File: config.mk
export PLATFORM = sky130hd
export DESIGN_NAME = rng_top
export DESIGN_NICKNAME = d
export VERILOG_FILES = /design/src/rtl/rng_pkg.sv /design/src/rtl/rng_top.sv /design/src/rtl/seven_seg.sv /design/src/rtl/value_register.sv /design/src/rtl/draw_control.sv /design/src/rtl/slowdown_timer.sv /design/src/rtl/lfsr32.sv
export SDC_FILE = /design/constraint.sdc
export NUM_CORES = 1
export LEC_CHECK = 0
export BUFFER_PORTS_ARGS = -buffer_cell sky130_fd_sc_hd__buf_2
export CELL_PAD_IN_SITES_DETAIL_PLACEMENT = 1
export CELL_PAD_IN_SITES_GLOBAL_PLACEMENT = 1
export CORE_MARGIN = 2
export CORE_UTILIZATION = 30
export DETAILED_ROUTE_END_ITERATION = 16
export GPL_ROUTABILITY_DRIVEN = 0
export PLACE_DENSITY_LB_ADDON = 0.1
export SETUP_SLACK_MARGIN = 0.2
export SLEW_MARGIN = 10
export SYNTH_ARGS = -nofsm -noshare
export SYNTH_HDL_FRONTEND = slang
export SYNTH_HIERARCHICAL = 1
export SYNTH_SLANG_ARGS = --single-unit
File: constraint.sdc
create_clock -name i_clk -period 4.85 [get_ports i_clk]
set_input_delay 0.97 -clock i_clk [delete_from_list [all_inputs] [get_ports i_clk]]
set_output_delay 0.97 -clock i_clk [all_outputs]
set_load 0.02 [all_outputs]
File: src/rtl/rng_pkg.sv
package rng_pkg;

	// width of the shown value, one hex digit
	parameter int VALUE_W = 4;

	// LFSR and seed register width
	parameter int LFSR_W = 32;

	// draw counter, period and next sample point
	parameter int COUNT_W = 32;

	// segment pattern a..g, bit 0 is segment a
	parameter int SEG_W = 7;

	// seed loaded at reset
	parameter logic [LFSR_W-1:0] RESET_SEED = 32'h0F4A_7C15;

	// paused counts as idle for recall
	typedef enum logic [1:0] {
		S_IDLE  = 2'd0,
		S_RUN   = 2'd1,
		S_PAUSE = 2'd2
	} draw_state_t;

endpackage
File: src/rtl/rng_top.sv
`timescale 1ns/10ps

module rng_top #(
	parameter int unsigned STEP  = 1_000_000,
	parameter int unsigned T_MAX = 500_000_000
) (
	input  logic                        i_clk,
	input  logic                        i_rst_n,
	input  logic                        i_start,
	input  logic                        i_recall,
	output logic [rng_pkg::VALUE_W-1:0] o_value,
	output logic [rng_pkg::SEG_W-1:0]   o_hex,
	output logic                        o_busy,
	output logic                        o_tick
);

	logic                       run_en;
	logic                       fresh;
	logic [rng_pkg::LFSR_W-1:0] seed;
	logic                       recall_en;
	logic                       timeout;
	logic [rng_pkg::LFSR_W-1:0] lfsr_state;

	draw_control #(
		.T_MAX(T_MAX)
	) u_draw_control (
		.i_clk       (i_clk),
		.i_rst_n     (i_rst_n),
		.i_start     (i_start),
		.i_timeout   (timeout),
		.o_run       (run_en),
		.o_fresh     (fresh),
		.o_seed      (seed),
		.o_recall_en (recall_en),
		.o_busy      (o_busy)
	);

	slowdown_timer #(
		.STEP (STEP),
		.T_MAX(T_MAX)
	) u_slowdown_timer (
		.i_clk     (i_clk),
		.i_rst_n   (i_rst_n),
		.i_clear   (fresh),
		.i_run     (run_en),
		.o_tick    (o_tick),
		.o_timeout (timeout)
	);

	// runs only in S_RUN, so a pause freezes the sequence too
	lfsr32 u_lfsr32 (
		.i_clk     (i_clk),
		.i_rst_n   (i_rst_n),
		.i_load    (fresh),
		.i_seed    (seed),
		.i_advance (run_en),
		.o_state   (lfsr_state)
	);

	value_register u_value_register (
		.i_clk       (i_clk),
		.i_rst_n     (i_rst_n),
		.i_capture   (fresh),
		.i_load      (o_tick),
		.i_sample    (lfsr_state[rng_pkg::VALUE_W-1:0]),
		.i_recall    (i_recall),
		.i_recall_en (recall_en),
		.o_value     (o_value)
	);

	seven_seg u_seven_seg (
		.i_value (o_value),
		.o_seg   (o_hex)
	);

endmodule

File: src/rtl/seven_seg.sv
`timescale 1ns/10ps

module seven_seg (
	input  logic [rng_pkg::VALUE_W-1:0] i_value,
	output logic [rng_pkg::SEG_W-1:0]   o_seg
);

	// bit 6 is segment g, bit 0 is segment a, low lights the segment
	always_comb begin
		case (i_value)
			4'h0:    o_seg = 7'b1000000;
			4'h1:    o_seg = 7'b1111001;
			4'h2:    o_seg = 7'b0100100;
			4'h3:    o_seg = 7'b0110000;
			4'h4:    o_seg = 7'b0011001;
			4'h5:    o_seg = 7'b0010010;
			4'h6:    o_seg = 7'b0000010;
			4'h7:    o_seg = 7'b1111000;
			4'h8:    o_seg = 7'b0000000;
			4'h9:    o_seg = 7'b0010000;
			4'ha:    o_seg = 7'b0001000;
			// lower case b and d so they differ from 8 and 0
			4'hb:    o_seg = 7'b0000011;
			4'hc:    o_seg = 7'b1000110;
			4'hd:    o_seg = 7'b0100001;
			4'he:    o_seg = 7'b0000110;
			default: o_seg = 7'b0001110;
		endcase
	end

endmodule

File: src/rtl/value_register.sv
`timescale 1ns/10ps

module value_register (
	input  logic                        i_clk,
	input  logic                        i_rst_n,
	input  logic                        i_capture,
	input  logic                        i_load,
	input  logic [rng_pkg::VALUE_W-1:0] i_sample,
	input  logic                        i_recall,
	input  logic                        i_recall_en,
	output logic [rng_pkg::VALUE_W-1:0] o_value
);

	logic [rng_pkg::VALUE_W-1:0] value_r;
	// value shown when the last draw began
	logic [rng_pkg::VALUE_W-1:0] mem_r;
	// present value parked while memory is on display
	logic [rng_pkg::VALUE_W-1:0] now_r;
	logic                        show_mem_r;

	// control and shown value
	always_ff @(posedge i_clk or negedge i_rst_n) begin
		if (!i_rst_n) begin
			value_r    <= '0;
			show_mem_r <= 1'b0;
		end else if (i_capture) begin
			show_mem_r <= 1'b0;
		end else if (i_load) begin
			value_r <= i_sample;
		end else if (i_recall && i_recall_en) begin
			value_r    <= show_mem_r ? now_r : mem_r;
			show_mem_r <= !show_mem_r;
		end
	end

	// stored values, no reset
	always_ff @(posedge i_clk) begin
		if (i_capture) begin
			mem_r <= value_r;
		end else if (!i_load && i_recall && i_recall_en && !show_mem_r) begin
			now_r <= value_r;
		end
	end

	assign o_value = value_r;

endmodule

File: src/rtl/draw_control.sv
`timescale 1ns/10ps

module draw_control #(
	parameter int unsigned T_MAX = 500_000_000
) (
	input  logic                       i_clk,
	input  logic                       i_rst_n,
	input  logic                       i_start,
	input  logic                       i_timeout,
	output logic                       o_run,
	output logic                       o_fresh,
	output logic [rng_pkg::LFSR_W-1:0] o_seed,
	output logic                       o_recall_en,
	output logic                       o_busy
);

	rng_pkg::draw_state_t state_r;
	rng_pkg::draw_state_t state_w;

	logic [rng_pkg::LFSR_W-1:0] seed_r;
	logic                       armed_r;
	logic                       fresh;
	logic                       stop;

	// a draw needs at least one running cycle before it can time out
	if (T_MAX < 1) begin : g_tmax_check
		$error("draw_control: T_MAX must be at least 1");
	end

	// start from idle is a new draw, start from pause is a resume
	assign fresh = (state_r == rng_pkg::S_IDLE) && i_start;

	// draw leaves S_RUN by pause or timeout
	assign stop = (state_r == rng_pkg::S_RUN) && (i_start || i_timeout);

	always_comb begin
		state_w = state_r;
		case (state_r)
			rng_pkg::S_IDLE: begin
				if (i_start) begin
					state_w = rng_pkg::S_RUN;
				end
			end
			rng_pkg::S_RUN: begin
				if (i_start) begin
					state_w = rng_pkg::S_PAUSE;
				end else if (i_timeout) begin
					state_w = rng_pkg::S_IDLE;
				end
			end
			rng_pkg::S_PAUSE: begin
				if (i_start) begin
					state_w = rng_pkg::S_RUN;
				end
			end
			default: state_w = rng_pkg::S_IDLE;
		endcase
	end

	always_ff @(posedge i_clk or negedge i_rst_n) begin
		if (!i_rst_n) begin
			state_r <= rng_pkg::S_IDLE;
			seed_r  <= rng_pkg::RESET_SEED;
			armed_r <= 1'b0;
		end else begin
			state_r <= state_w;
			// seed moves on only for a new draw
			if (fresh) begin
				seed_r <= {seed_r[rng_pkg::LFSR_W-4:0], 3'b101};
			end
			// recall has something to show once a draw has stopped
			if (stop) begin
				armed_r <= 1'b1;
			end
		end
	end

	assign o_run       = (state_r == rng_pkg::S_RUN);
	assign o_busy      = (state_r == rng_pkg::S_RUN);
	assign o_fresh     = fresh;
	assign o_seed      = seed_r;
	assign o_recall_en = armed_r && (state_r != rng_pkg::S_RUN);

endmodule

File: src/rtl/slowdown_timer.sv
`timescale 1ns/10ps

module slowdown_timer #(
	parameter int unsigned STEP  = 1_000_000,
	parameter int unsigned T_MAX = 500_000_000
) (
	input  logic i_clk,
	input  logic i_rst_n,
	input  logic i_clear,
	input  logic i_run,
	output logic o_tick,
	output logic o_timeout
);

	localparam logic [rng_pkg::COUNT_W-1:0] STEP_C = rng_pkg::COUNT_W'(STEP);
	localparam logic [rng_pkg::COUNT_W-1:0] TMAX_C = rng_pkg::COUNT_W'(T_MAX);

	// cycles spent running in this draw
	logic [rng_pkg::COUNT_W-1:0] count_r;
	// gap to the sample point after next
	logic [rng_pkg::COUNT_W-1:0] period_r;
	// count value of the next sample point
	logic [rng_pkg::COUNT_W-1:0] next_r;

	logic tick;

	assign tick = i_run && (count_r == next_r);

	// the gap grows by STEP after every sample
	always_ff @(posedge i_clk or negedge i_rst_n) begin
		if (!i_rst_n) begin
			count_r  <= '0;
			period_r <= STEP_C;
			next_r   <= STEP_C;
		end else if (i_clear) begin
			count_r  <= '0;
			period_r <= STEP_C;
			next_r   <= STEP_C;
		end else if (i_run) begin
			count_r <= count_r + 1'b1;
			if (tick) begin
				next_r   <= next_r + period_r;
				period_r <= period_r + STEP_C;
			end
		end
		// not running: everything holds so a resume picks up the schedule
	end

	assign o_tick = tick;

	// stays high after the draw ends until the next clear
	assign o_timeout = (count_r > TMAX_C);

endmodule

File: src/rtl/lfsr32.sv
`timescale 1ns/10ps

module lfsr32 (
	input  logic                       i_clk,
	input  logic                       i_rst_n,
	input  logic                       i_load,
	input  logic [rng_pkg::LFSR_W-1:0] i_seed,
	input  logic                       i_advance,
	output logic [rng_pkg::LFSR_W-1:0] o_state
);

	logic [rng_pkg::LFSR_W-1:0] state_r;
	logic [2:0]                 fb;

	// three new bits per clock, each from four taps
	assign fb[2] = state_r[31] ^ state_r[30] ^ state_r[24] ^ state_r[10];
	assign fb[1] = state_r[31] ^ state_r[29] ^ state_r[23] ^ state_r[9];
	assign fb[0] = state_r[27] ^ state_r[22] ^ state_r[21] ^ state_r[4];

	always_ff @(posedge i_clk or negedge i_rst_n) begin
		if (!i_rst_n) begin
			state_r <= '0;
		end else if (i_load) begin
			state_r <= i_seed;
		end else if (i_advance) begin
			state_r <= {state_r[rng_pkg::LFSR_W-4:0], fb};
		end
	end

	assign o_state = state_r;

endmodule

Yosys cells after proc, flatten, opt, wreduce, memory -nomap -nowiden
Memory sizes are Yosys's and may differ from the RTL's.
Index checks and enable logic that the tools add are counted.
{"block": "classes", "add_sub_neg": 3, "n_lt_le_gt_ge": 1, "n_eq_ne": 7, "n_mux": 20, "n_bitwise": 10, "n_reduce_logical": 22}
{"cell": "$mux W32", "n": 10}
{"cell": "$add A32 B1 Y32 const B", "n": 1}
{"cell": "$add A32 B20 Y32 const B", "n": 1}
{"cell": "$add A32 B32 Y32", "n": 1}
{"cell": "$eq A32 B32 Y1", "n": 1}
{"cell": "$gt A32 B29 Y1 const B", "n": 1}
{"cell": "$mux W4", "n": 3}
{"cell": "$reduce_and A2 Y1", "n": 5}
{"cell": "$xor A1 B1 Y1", "n": 9}
{"cell": "$logic_and A1 B1 Y1", "n": 8}
{"cell": "$reduce_bool A2 Y1", "n": 4}
{"cell": "$mux W2", "n": 3}
{"cell": "$ne A2 B1 Y1 const B", "n": 2}
{"cell": "$pmux W2 S2", "n": 1}
{"cell": "$mux W1", "n": 3}
{"cell": "$ne A3 B3 Y1 const B", "n": 1}
{"cell": "$eq A2 B1 Y1 const B", "n": 1}
{"cell": "$eq A2 B2 Y1 const B", "n": 1}
{"cell": "$logic_not A1 Y1", "n": 2}
{"cell": "$logic_not A2 Y1", "n": 1}
{"cell": "$ne A2 B2 Y1 const B", "n": 1}
{"cell": "$reduce_or A2 Y1", "n": 1}
{"cell": "$logic_or A1 B1 Y1", "n": 1}
{"cell": "$not A1 Y1", "n": 1}
{"block": "word_totals", "ff_bits": 173, "romBits": 112, "out_inout_bits": 13, "elab_cells": 75, "n_memories": 1}
{"name": "(no name shown)", "depth": 16, "word_bits": 7, "rd": 1, "rd_clocked_by_memory_dff": 0, "wr": 0, "line_no": "seven_seg.sv:10", "text": "case (i_value)"}

Logic depth before layout (Yosys ltp)
Gate-level depths: netlist of run 1.
{"block": "depth", "ltp_word": 7, "depth_mapped": 12, "ltp_nobuf": 9}

By module
Netlist of run 1, hierarchy kept.
{"module": "slowdown_timer", "n_inst": 1, "cells_per_inst": 662, "area_each_um2": 5884.4, "seq_area_each_um2": 2269.7}
{"module": "lfsr32", "n_inst": 1, "cells_per_inst": 149, "area_each_um2": 1579.0, "seq_area_each_um2": 800.8}
{"module": "draw_control", "n_inst": 1, "cells_per_inst": 78, "area_each_um2": 1296.2, "seq_area_each_um2": 767.0}
{"module": "value_register", "n_inst": 1, "cells_per_inst": 34, "area_each_um2": 530.5, "seq_area_each_um2": 365.4}
{"module": "seven_seg", "n_inst": 1, "cells_per_inst": 32, "area_each_um2": 275.3, "seq_area_each_um2": 0.0}

Worst setup path after synthesis of run 1
Ideal clock, no wire load.
{"block": "synth_path", "path_kind": "flip-flop to output port", "from": "reg u_draw_control.state_r[1]", "to": "out o_tick", "arrival_time_ps": 2469, "required_ps": 3880, "setup_slack_ps": 1411, "stages_incl_launch_ff": 7, "path_buffers": 2, "cell_sequence": "dfrtp_1 -> nand2b_1 -> inv_1 -> buf_4 -> clkbuf_1 -> nand2_1 -> nor4_1"}
{"block": "synth_between", "elab_chain_cells": 2}
{"element": "start, declared", "line_no": "draw_control.sv:17", "text": "rng_pkg::draw_state_t state_r;"}
{"element": "start signal, assigned", "line_no": "draw_control.sv:62", "text": "state_r <= rng_pkg::S_IDLE;"}
{"element": "start signal, assigned", "line_no": "draw_control.sv:66", "text": "state_r <= state_w;"}
{"element": "$eq A2 B1 Y1"}
{"element": "net o_busy", "line_no": "rng_top.sv:13", "text": "output logic o_busy,"}
{"element": "$logic_and A1 B1 Y1", "line_no": "slowdown_timer.sv:27", "text": "assign tick = i_run && (count_r == next_r);"}
{"element": "end, declared", "line_no": "rng_top.sv:14", "text": "output logic o_tick"}
The timed path passes the listed nets, and every way through them passes these cells.

Worst setup path after layout of run 1
{"block": "layout_path", "from": "reg u_slowdown_timer/count_r[22] (netlist bit)", "to": "out o_tick"}
{"block": "layout_between", "elab_chain_cells": 2}
{"element": "start, declared", "line_no": "slowdown_timer.sv:19", "text": "logic [rng_pkg::COUNT_W-1:0] count_r;"}
{"element": "start signal, assigned", "line_no": "slowdown_timer.sv:40", "text": "count_r <= count_r + 1'b1;"}
{"element": "$eq A32 B32 Y1", "line_no": "slowdown_timer.sv:27"}
{"element": "$logic_and A1 B1 Y1", "line_no": "slowdown_timer.sv:27"}
No other way between the ends.

==> results of run 1 <==
[kinds of logic after synthesis]
kind of cell | after synthesis | synth area share, %
other | 2 | 0.0785
AO/OA/AOI/OAI | 163 | 10.7
multiplexers | 71 | 8.63
XOR/XNOR | 106 | 9.71
flip-flops | 165 | 43.9
adder cells (fa/ha/maj) | 35 | 4.58
AND/OR/NAND/NOR | 342 | 17.9
buffers and inverters | 71 | 4.43
[registers in the layout (all words and copies together) (netlist names)]
| name | count |
|---|---|
| u_value_register/mem_r | 4 |
| u_slowdown_timer/count_r | 32 |
| u_value_register/show_mem_r | 1 |
| u_draw_control/state_r | 2 |
| u_lfsr32/o_state | 32 |
| u_draw_control/o_seed | 27 |
| u_slowdown_timer/next_r | 32 |
| u_draw_control/armed_r | 1 |
| u_slowdown_timer/period_r | 26 |
| u_value_register/now_r | 4 |
| u_value_register/o_value | 4 |
[worst paths after layout]
path / slack, ns / from / cells after the start / to
worst max register to register: 1.50 / u_slowdown_timer/period_r[7]$_DFFE_PN0P_ / 8 / u_slowdown_timer/next_r[31]$_DFFE_PN0P_
worst min register to register: 0.47 / u_draw_control/armed_r$_DFFE_PN0P_ / 1 / u_draw_control/armed_r$_DFFE_PN0P_
max in group asynchronous: 3.12 / i_rst_n / 2 / u_slowdown_timer/next_r[9]$_DFFE_PN1P_
worst max-delay path: 1.06 / u_slowdown_timer/count_r[22]$_DFFE_PN0P_ / 6 / o_tick
min in group asynchronous: 0.61 / i_rst_n / 1 / u_draw_control/o_seed[7]$_DFFE_PN0P_
worst min-delay path: 0.47 / u_draw_control/armed_r$_DFFE_PN0P_ / 1 / u_draw_control/armed_r$_DFFE_PN0P_
[synth_stat cells, drive strengths merged, types with 14 or more instances]
library cell	instances	area share (%)
nand3	21	1.1
nor2	89	3.5
nor3	27	1.4
mux2	28	4.0
ha	35	4.6
inv	20	0.78
buf	31	2.9
xnor2	49	4.5
clkbuf	19	0.75
nand2	99	3.9
nand4	14	0.92
dfstp	27	7.4
mux2i	42	4.4
dfrtp	130	34
nor4	19	1.4
o21ai	53	2.8
a21oi	42	2.2
xor2	57	5.2
[routing by layer]
metal	up-vias	global-route usage, %	routed length (um)
li1	3345	-	-
met1	3436	21.4	12400
met2	56	27.3	12400
met3	14	3.01	516
met4	0	4.42	265
met5	-	0	0
[critical path, delay by kind of cell (launching register included)]
family | cells | cell delay, ns
xor gates and xnor gates | 1 | 0.22
buffers and inverters | 2 | 0.47
DFF | 1 | 0.44
and+or+nand+nor | 3 | 1.25
[final cells by class]
class                      count  area (um^2)
multi-input combinational    720         4960
fill                        3533        20900
clock inverter                15          180
clock buffer                  17          425
tap                          402          503
timing repair buffer          26          174
inverter                      21         78.8
sequential                   165         4200
[metrics by stage]
step	std cells	power [mW]	instance area (um^2)
finish	1366	4.15	10500
global route	1366	4.41	10500
CTS	1366	4.26	10500
detailed placement	1334	2.78	9920
global placement	1334	2.77	9920
floorplan	956	2.52	9570
[power breakdown]
group	internal, mW	leakage [nW]	switching, mW
combinational	0.401	2.15	0.536
clock	0.741	0.298	0.681
sequential	1.59	2.05	0.207
total	2.73	4.49	1.42
==> reports/qor.yml, run 1 <==
outcome: "complete, no violations"
grt_setup_unrepaired: "no"
synthArstFlopShare_pct: 95.2
hold_class: "register to register"
critPathArrivalTime_ns: 2.82
num-nets-final: 990
place_ws_ns: 1.51
avgSynthCellArea_um2: 10.0
syn_to_final_growth_pct: 10.0
slew_violations: 0
final_common_cell: "dfrtp_1"
wire_per_inst_um: 18.7
tns_ns: 0
fin_hold_ws_ns: 0.470
critPathMaxStageDelay_ns: 0.60
vias: 6851
die_w_um: 183
cpMaxStageDelayCell: "nor4_2"
dp_hpwl_mm: 17.5
grt_remaining_overflow: 0
synthFlopType: "dfrtp_1"
antenna_found_initial: 0
ctsResizeCount: 0
startpoint_type: "register"
cts_tree: "yes"
grt_pass1_vias: 7269
p_leak_nw: 4.49
postCtsSetupRepairBufs: 0
cts_hold_buf: 0
cp.required_ns: 3.88
path_cells: "xor2_1, nor4_1, nand4_1, nor4_2, buf_4, buf_2"
ios: 17
yosysSeqAreaShare_pct: 43.9
row_count: 65
fin_worst_skew_ns: 0.00999
clk_latency_ns: 0.45
core_area_um2: 31500
routed_wl_mm: 25.6
ys_ff_latch: 165
die_height_um: 183
drive_gt1_share_pct: 14.0
grt_max_degree: 178
portBuffers: 16
dieArea_um2: 33300
grt_pass1_wl_mm: 41.9
layout_common_cells: "130 x dfrtp_1, 99 x nand2_1, 89 x nor2_1"
remaining_drc_errors: 0
powerDensity_nw_per_um2: 394
min_period_ns: 3.79
clock_sinks: 165
final_antenna_net_count: 0
diodes: 0
grtUsageTotal_pct: 16.2
crit_fanout: 6
numCtsBuffers: 17
peakVddDrop_mv: 0.249
yosysWarnings: 6
synth_cell_types: 75
fmax_mhz: 264
h-tree-depth: 4
finalCritPeriodShare_pct: 78.2
tightest_slew_ns: 1.03
finalWorstSetupSlack_ns: 1.06
start_util_pct: 30.4
setup.worst_path.class: "register to output port"
endpoint_kind: "output port"
timing.slew.headroom_pct: 31.4
cap_violations: 0
drt_iter0_drc: 286
final_util_pct: 33.4
synthCells: 955
vias_per_cell: 5.02
finalSetupViolCount: 0
clk_pin_slew_worst_paths_ns: 0.07
finalHoldViolations: 0
synth_edf_count: 8
syn-cell-area_um2: 9570
cts_root_buffer: "clkbuf_16"
first_pass_iters: 4
cts.path.max_buffers: 2
Power figures use the tool's default switching activity.
==> run 2: changes to the inputs <==
clock period = 3.75 ns   (was 4.85 ns; I/O delays follow)
==> reports/qor.yml, run 2 (synthesis results as in run 1) <==
switching_share_pct: 33.0
p_switching_mw: 1.77
final.fill_count: 3540
remaining_drc_errors: 0
critPathMaxStageDelay_ns: 0.46
cts_tree: "yes"
die_w_um: 183
finalCritPeriodShare_pct: 86.4
grt_setup_unrepaired: "no"
fin_hold_ws_ns: 0.286
p_clk_share_pct: 34.4
die_height_um: 183
final_antenna_net_count: 0
finalSetupViolCount: 0
wire_per_inst_um: 18.1
outcome: "complete, no violations"
rrSetupSlack_ns: 0.62
grt_remaining_overflow: 0
r2r_cells: 8
tns_ns: 0
h-tree-depth: 4
clk_pin_slew_worst_paths_ns: 0.08
setup.worst_path.class: "register to output port"
rr_endpoint: "u_slowdown_timer/period_r[13]$_DFFE_PN0P_"
num-nets-final: 996
combPwrFrac_pct: 22.3
cts_root_buffer: "clkbuf_16"
min_period_ns: 3.24
numCtsBuffers: 17
fmax_mhz: 309
ios: 17
drt_iter0_drc: 306
grt_pass1_wl_mm: 41.3
dp_hpwl_mm: 17.4
grt_pass1_vias: 7278
final_common_cell: "dfrtp_1"
powerDensity_nw_per_um2: 505
fin_worst_skew_ns: 0.0154
clock_sinks: 165
regToRegStartpoint: "u_slowdown_timer/count_r[27]$_DFFE_PN0P_"
portBuffers: 16
syn_to_final_growth_pct: 10.8
drive_gt1_share_pct: 14.3
peakVddDrop_mv: 0.307
cts.path.max_buffers: 2
grt_max_degree: 125
layout_common_cells: "130 x dfrtp_1, 99 x nand2_1, 89 x nor2_1"
start_util_pct: 30.4
diodes: 0
finalHoldViolations: 0
cap_violations: 0
cpMaxStageDelayCell: "dfrtp_1"
core_area_um2: 31500
hold_class: "input port to async pin"
vias_per_cell: 4.99
startpoint_type: "register"
antenna_found_initial: 0
p_int_mw: 3.58
grtUsageTotal_pct: 15.9
slew_violations: 0
cp.required_ns: 3.00
crit_fanout: 6
final_util_pct: 33.7
timing.slew.headroom_pct: 54.1
row_count: 65
path_cells: "xor2_1, nor4_1, nand4_1, nor4_4, buf_4, buf_2"
pwr-share-seq_pct: 43.3
clk_latency_ns: 0.45
first_pass_iters: 4
tightest_slew_ns: 0.688
vias: 6841
critPathArrivalTime_ns: 2.49
endpoint_kind: "output port"
dieArea_um2: 33300
p_leak_nw: 4.54
power_mw: 5.35
routed_wl_mm: 24.8
==> run 2: changes by cell type in the layout (fill, tap and decap cells not counted) <==
| cell | delta |
|---|---|
| buf_4 | +4 |
| clkinv_8 | -3 |
| buf_12 | +2 |
| clkbuf_1 | +2 |
| bufinv_16 | +1 |
| clkinv_2 | +1 |
| inv_4 | -1 |
| inv_6 | -1 |
| inv_8 | +1 |
| nor4_2 | -1 |
| nor4_4 | +1 |
==> run 2: per-layer routing <==
metal	GRT usage (%)	share of wire (%)
met1	20.9	49
met2	26.8	48
met3	3.33	2.0
met4	3.65	1.2
met5	0	0
==> run 2: power by group through the flow <==
stage          Combinational, mW  Sequential [mW]  Clock, mW
6_report                    1.19             2.32       1.84
3_5_place_dp                1.22             2.36          0
2_1_floorplan               1.01             2.25          0
5_1_grt                     1.35             2.37       1.99
4_1_cts                     1.22             2.33       1.92
3_3_place_gp                1.21             2.36          0
==> run 2: area by class of cell <==
cell class                 instances  area, um^2  share of cell area, %
multi-input combinational        720        4970                   46.9
sequential                       165        4200                   39.7
tap                              402         503                   4.75
clock buffer                      19         433                   4.09
timing repair buffer              32         244                   2.30
clock inverter                    13         163                   1.54
inverter                          21        78.8                  0.744
==> run 2: how the worst max path moves through the flow <==
stage                                                         from                                   endpoint  slack, ns  cells after the start
final                     u_slowdown_timer/count_r[10]$_DFFE_PN0P_                                     o_tick       0.51                      6
after global placement     u_slowdown_timer/count_r[7]$_DFFE_PN0P_  u_slowdown_timer/period_r[13]$_DFFE_PN0P_       0.63                      8
after floorplan              u_draw_control/state_r[1]$_DFFE_PN0P_        u_value_register/now_r[0]$_DFFE_PP_       0.51                      8
after CTS                  u_slowdown_timer/count_r[7]$_DFFE_PN0P_                                     o_tick       0.29                      6
after global routing      u_slowdown_timer/count_r[10]$_DFFE_PN0P_                                     o_tick       0.31                      6
after detailed placement   u_slowdown_timer/count_r[7]$_DFFE_PN0P_  u_slowdown_timer/period_r[13]$_DFFE_PN0P_       0.70                      8
==> run 2: stage by stage <==
step | cells | cell area [um^2] | setup slack [ns]
after global placement | 1340 | 9990 | 0.631
after floorplan | 956 | 9570 | 0.513
after CTS | 1372 | 10600 | 0.288
after global routing | 1372 | 10600 | 0.312
final | 1372 | 10600 | 0.510
after detailed placement | 1340 | 9990 | 0.698
==> run 2: critical path, delay by kind of cell (launching register included) <==
kind                      cells  cell delay, ns
DFF                           1            0.46
xor gates and xnor gates      1            0.22
and+or+nand+nor               3            1.02
buffers and inverters         2            0.34
==> run 2: timing repair <==
action                                  CTS  global route
setup buffers                             0             0
hold buffers                              0             0
endpoints found under the setup margin    0             1
gates resized for setup                   0             1
==> run 3: changes to the inputs <==
CTS_CLUSTER_DIAMETER = 80   (was default)
RECOVER_POWER = 100   (was default)
REMOVE_ABC_BUFFERS = 1   (was default)
==> reports/qor.yml, run 3 (synthesis results as in run 1) <==
powerDensity_nw_per_um2: 500
dieArea_um2: 33300
ios: 17
cts_root_buffer: "clkbuf_16"
crit_fanout: 10
drt_iter0_drc: 346
rrSetupSlack_ns: 0.53
p_switching_mw: 1.78
power_mw: 5.17
numCtsBuffers: 17
violations: "capacitance limit, slew limit"
syn_to_final_growth_pct: 8.24
dp_cells: 1340
critPathArrivalTime_ns: 2.49
clock_sinks: 165
grt_max_degree: 70
final_area_um2: 10400
final_antenna_net_count: 0
diodes: 0
p_int_mw: 3.39
drive_gt1_share_pct: 10.2
h-tree-depth: 4
hold_class: "register to register"
remaining_drc_errors: 0
pwr-share-seq_pct: 44.9
cts_hold_buf: 0
finalSetupViolCount: 0
die_height_um: 183
finalCritPeriodShare_pct: 86.5
row_count: 65
critPathMaxStageDelay_ns: 0.46
path_cells: "xor2_1, nor4_1, nand4_1, nor4_1, buf_4, clkbuf_1"
place_area_um2: 9990
rr_endpoint: "u_slowdown_timer/period_r[23]$_DFFE_PN0P_"
r2r_cells: 6
p_clk_share_pct: 33.4
grt_remaining_overflow: 0
combPwrFrac_pct: 21.8
die_w_um: 183
switching_share_pct: 34.4
final_common_cell: "dfrtp_1"
min_to: "u_draw_control/armed_r$_DFFE_PN0P_"
antenna_found_initial: 0
min_from: "u_draw_control/armed_r$_DFFE_PN0P_"
ctsResizeCount: 0
timing.slew.headroom_pct: -13.7
endpoint_kind: "output port"
cap_violations: 1
dp_hpwl_mm: 17.4
portBuffers: 16
min_period_ns: 3.24
slew_violations: 64
num-nets-final: 996
setup.worst_path.class: "register to output port"
layout_common_cells: "130 x dfrtp_1, 99 x nand2_1, 89 x nor2_1"
hold-path-cell-count: 1
cp.required_ns: 3.00
vias_per_cell: 5.02
p_leak_nw: 4.38
grt_setup_unrepaired: "no"
tightest_slew_ns: 1.71
core_area_um2: 31500
cp.buffers_inverters: 2
startpoint_type: "register"
cts_tree: "yes"
grt_pass1_wl_mm: 40.6
cp_common_cell: "nor4_1"
clk_pin_slew_worst_paths_ns: 0.07
clk_latency_ns: 0.45
wire_per_inst_um: 17.8
finalWorstSetupSlack_ns: 0.505
start_util_pct: 30.4
outcome: "finished, violations left"
vias: 6893
layout.cells.non_filler: 1372
cts.path.max_buffers: 2
finalHoldViolations: 0
place_ws_ns: 0.596
fin_worst_skew_ns: 0.0130
postCtsSetupRepairBufs: 0
grt_pass1_vias: 7192
peakVddDrop_mv: 0.325
routed_wl_mm: 24.5
regToRegStartpoint: "u_slowdown_timer/count_r[27]$_DFFE_PN0P_"
first_pass_iters: 5
startpoint: "u_slowdown_timer/count_r[10]$_DFFE_PN0P_"
cpMaxStageDelayCell: "dfrtp_1"
fmax_mhz: 308
cp_top_family: "simple AND/OR/NAND/NOR gates"
grtUsageTotal_pct: 15.5
run 3: cell count changes in the layout (fill, tap and decap cells not counted), sizes merged:
cell	change
bufinv	-2
clkinv	+3
clkinvlp	+1
clkbuf	+19
buf	-21
run 3: cell type report:
| type | instances | area [um^2] |
|---|---|---|
| inverter | 21 | 78.8 |
| fill | 3552 | 21100 |
| timing repair buffer | 32 | 164 |
| clock buffer | 17 | 425 |
| tap | 402 | 503 |
| clock inverter | 15 | 135 |
| multi-input combinational | 720 | 4840 |
| sequential | 165 | 4200 |
run 3: how the worst max path moves through the flow:
stage	depth (start not counted)	to
global route	6	u_slowdown_timer/next_r[9]$_DFFE_PN1P_
detailed placement	6	u_slowdown_timer/period_r[23]$_DFFE_PN0P_
floorplan	4	u_slowdown_timer/next_r[28]$_DFFE_PN0P_
CTS	6	o_tick
finish	6	o_tick
global placement	6	u_slowdown_timer/period_r[23]$_DFFE_PN0P_
run 3: worst reg2reg max path, cell delays in order (launching register included):
cell	delay (ns)
dfrtp_1	0.46
xor2_1	0.21
nor4_1	0.30
nand4_1	0.20
or4_1	1.11
or4_1	0.72
a21oi_1	0.15
run 3: power groups by stage:
stage / Sequential (mW) / Combinational, mW / Clock [mW]
floorplan: 2.29 / 0.903 / 0
CTS: 2.33 / 1.24 / 1.79
detailed placement: 2.37 / 1.23 / 0
finish: 2.32 / 1.13 / 1.73
global placement: 2.36 / 1.22 / 0
global route: 2.36 / 1.27 / 1.86
run 3: through the flow:
step / TNS [ns] / hold slack (ns) / util, %
floorplan: -527.35 / 0.434 / -
global placement: 0 / 0.454 / 31.7
detailed placement: 0 / 0.458 / 31.7
CTS: 0 / 0.313 / 33.5
global route: 0 / 0.502 / 32.9
finish: 0 / 0.477 / 32.9
run 3: routing by layer:
layer	global-route usage [%]	wire length (um)
met1	22.5	12700
met5	0	0
met3	3.07	623
met4	3.77	255
met2	23.8	10900
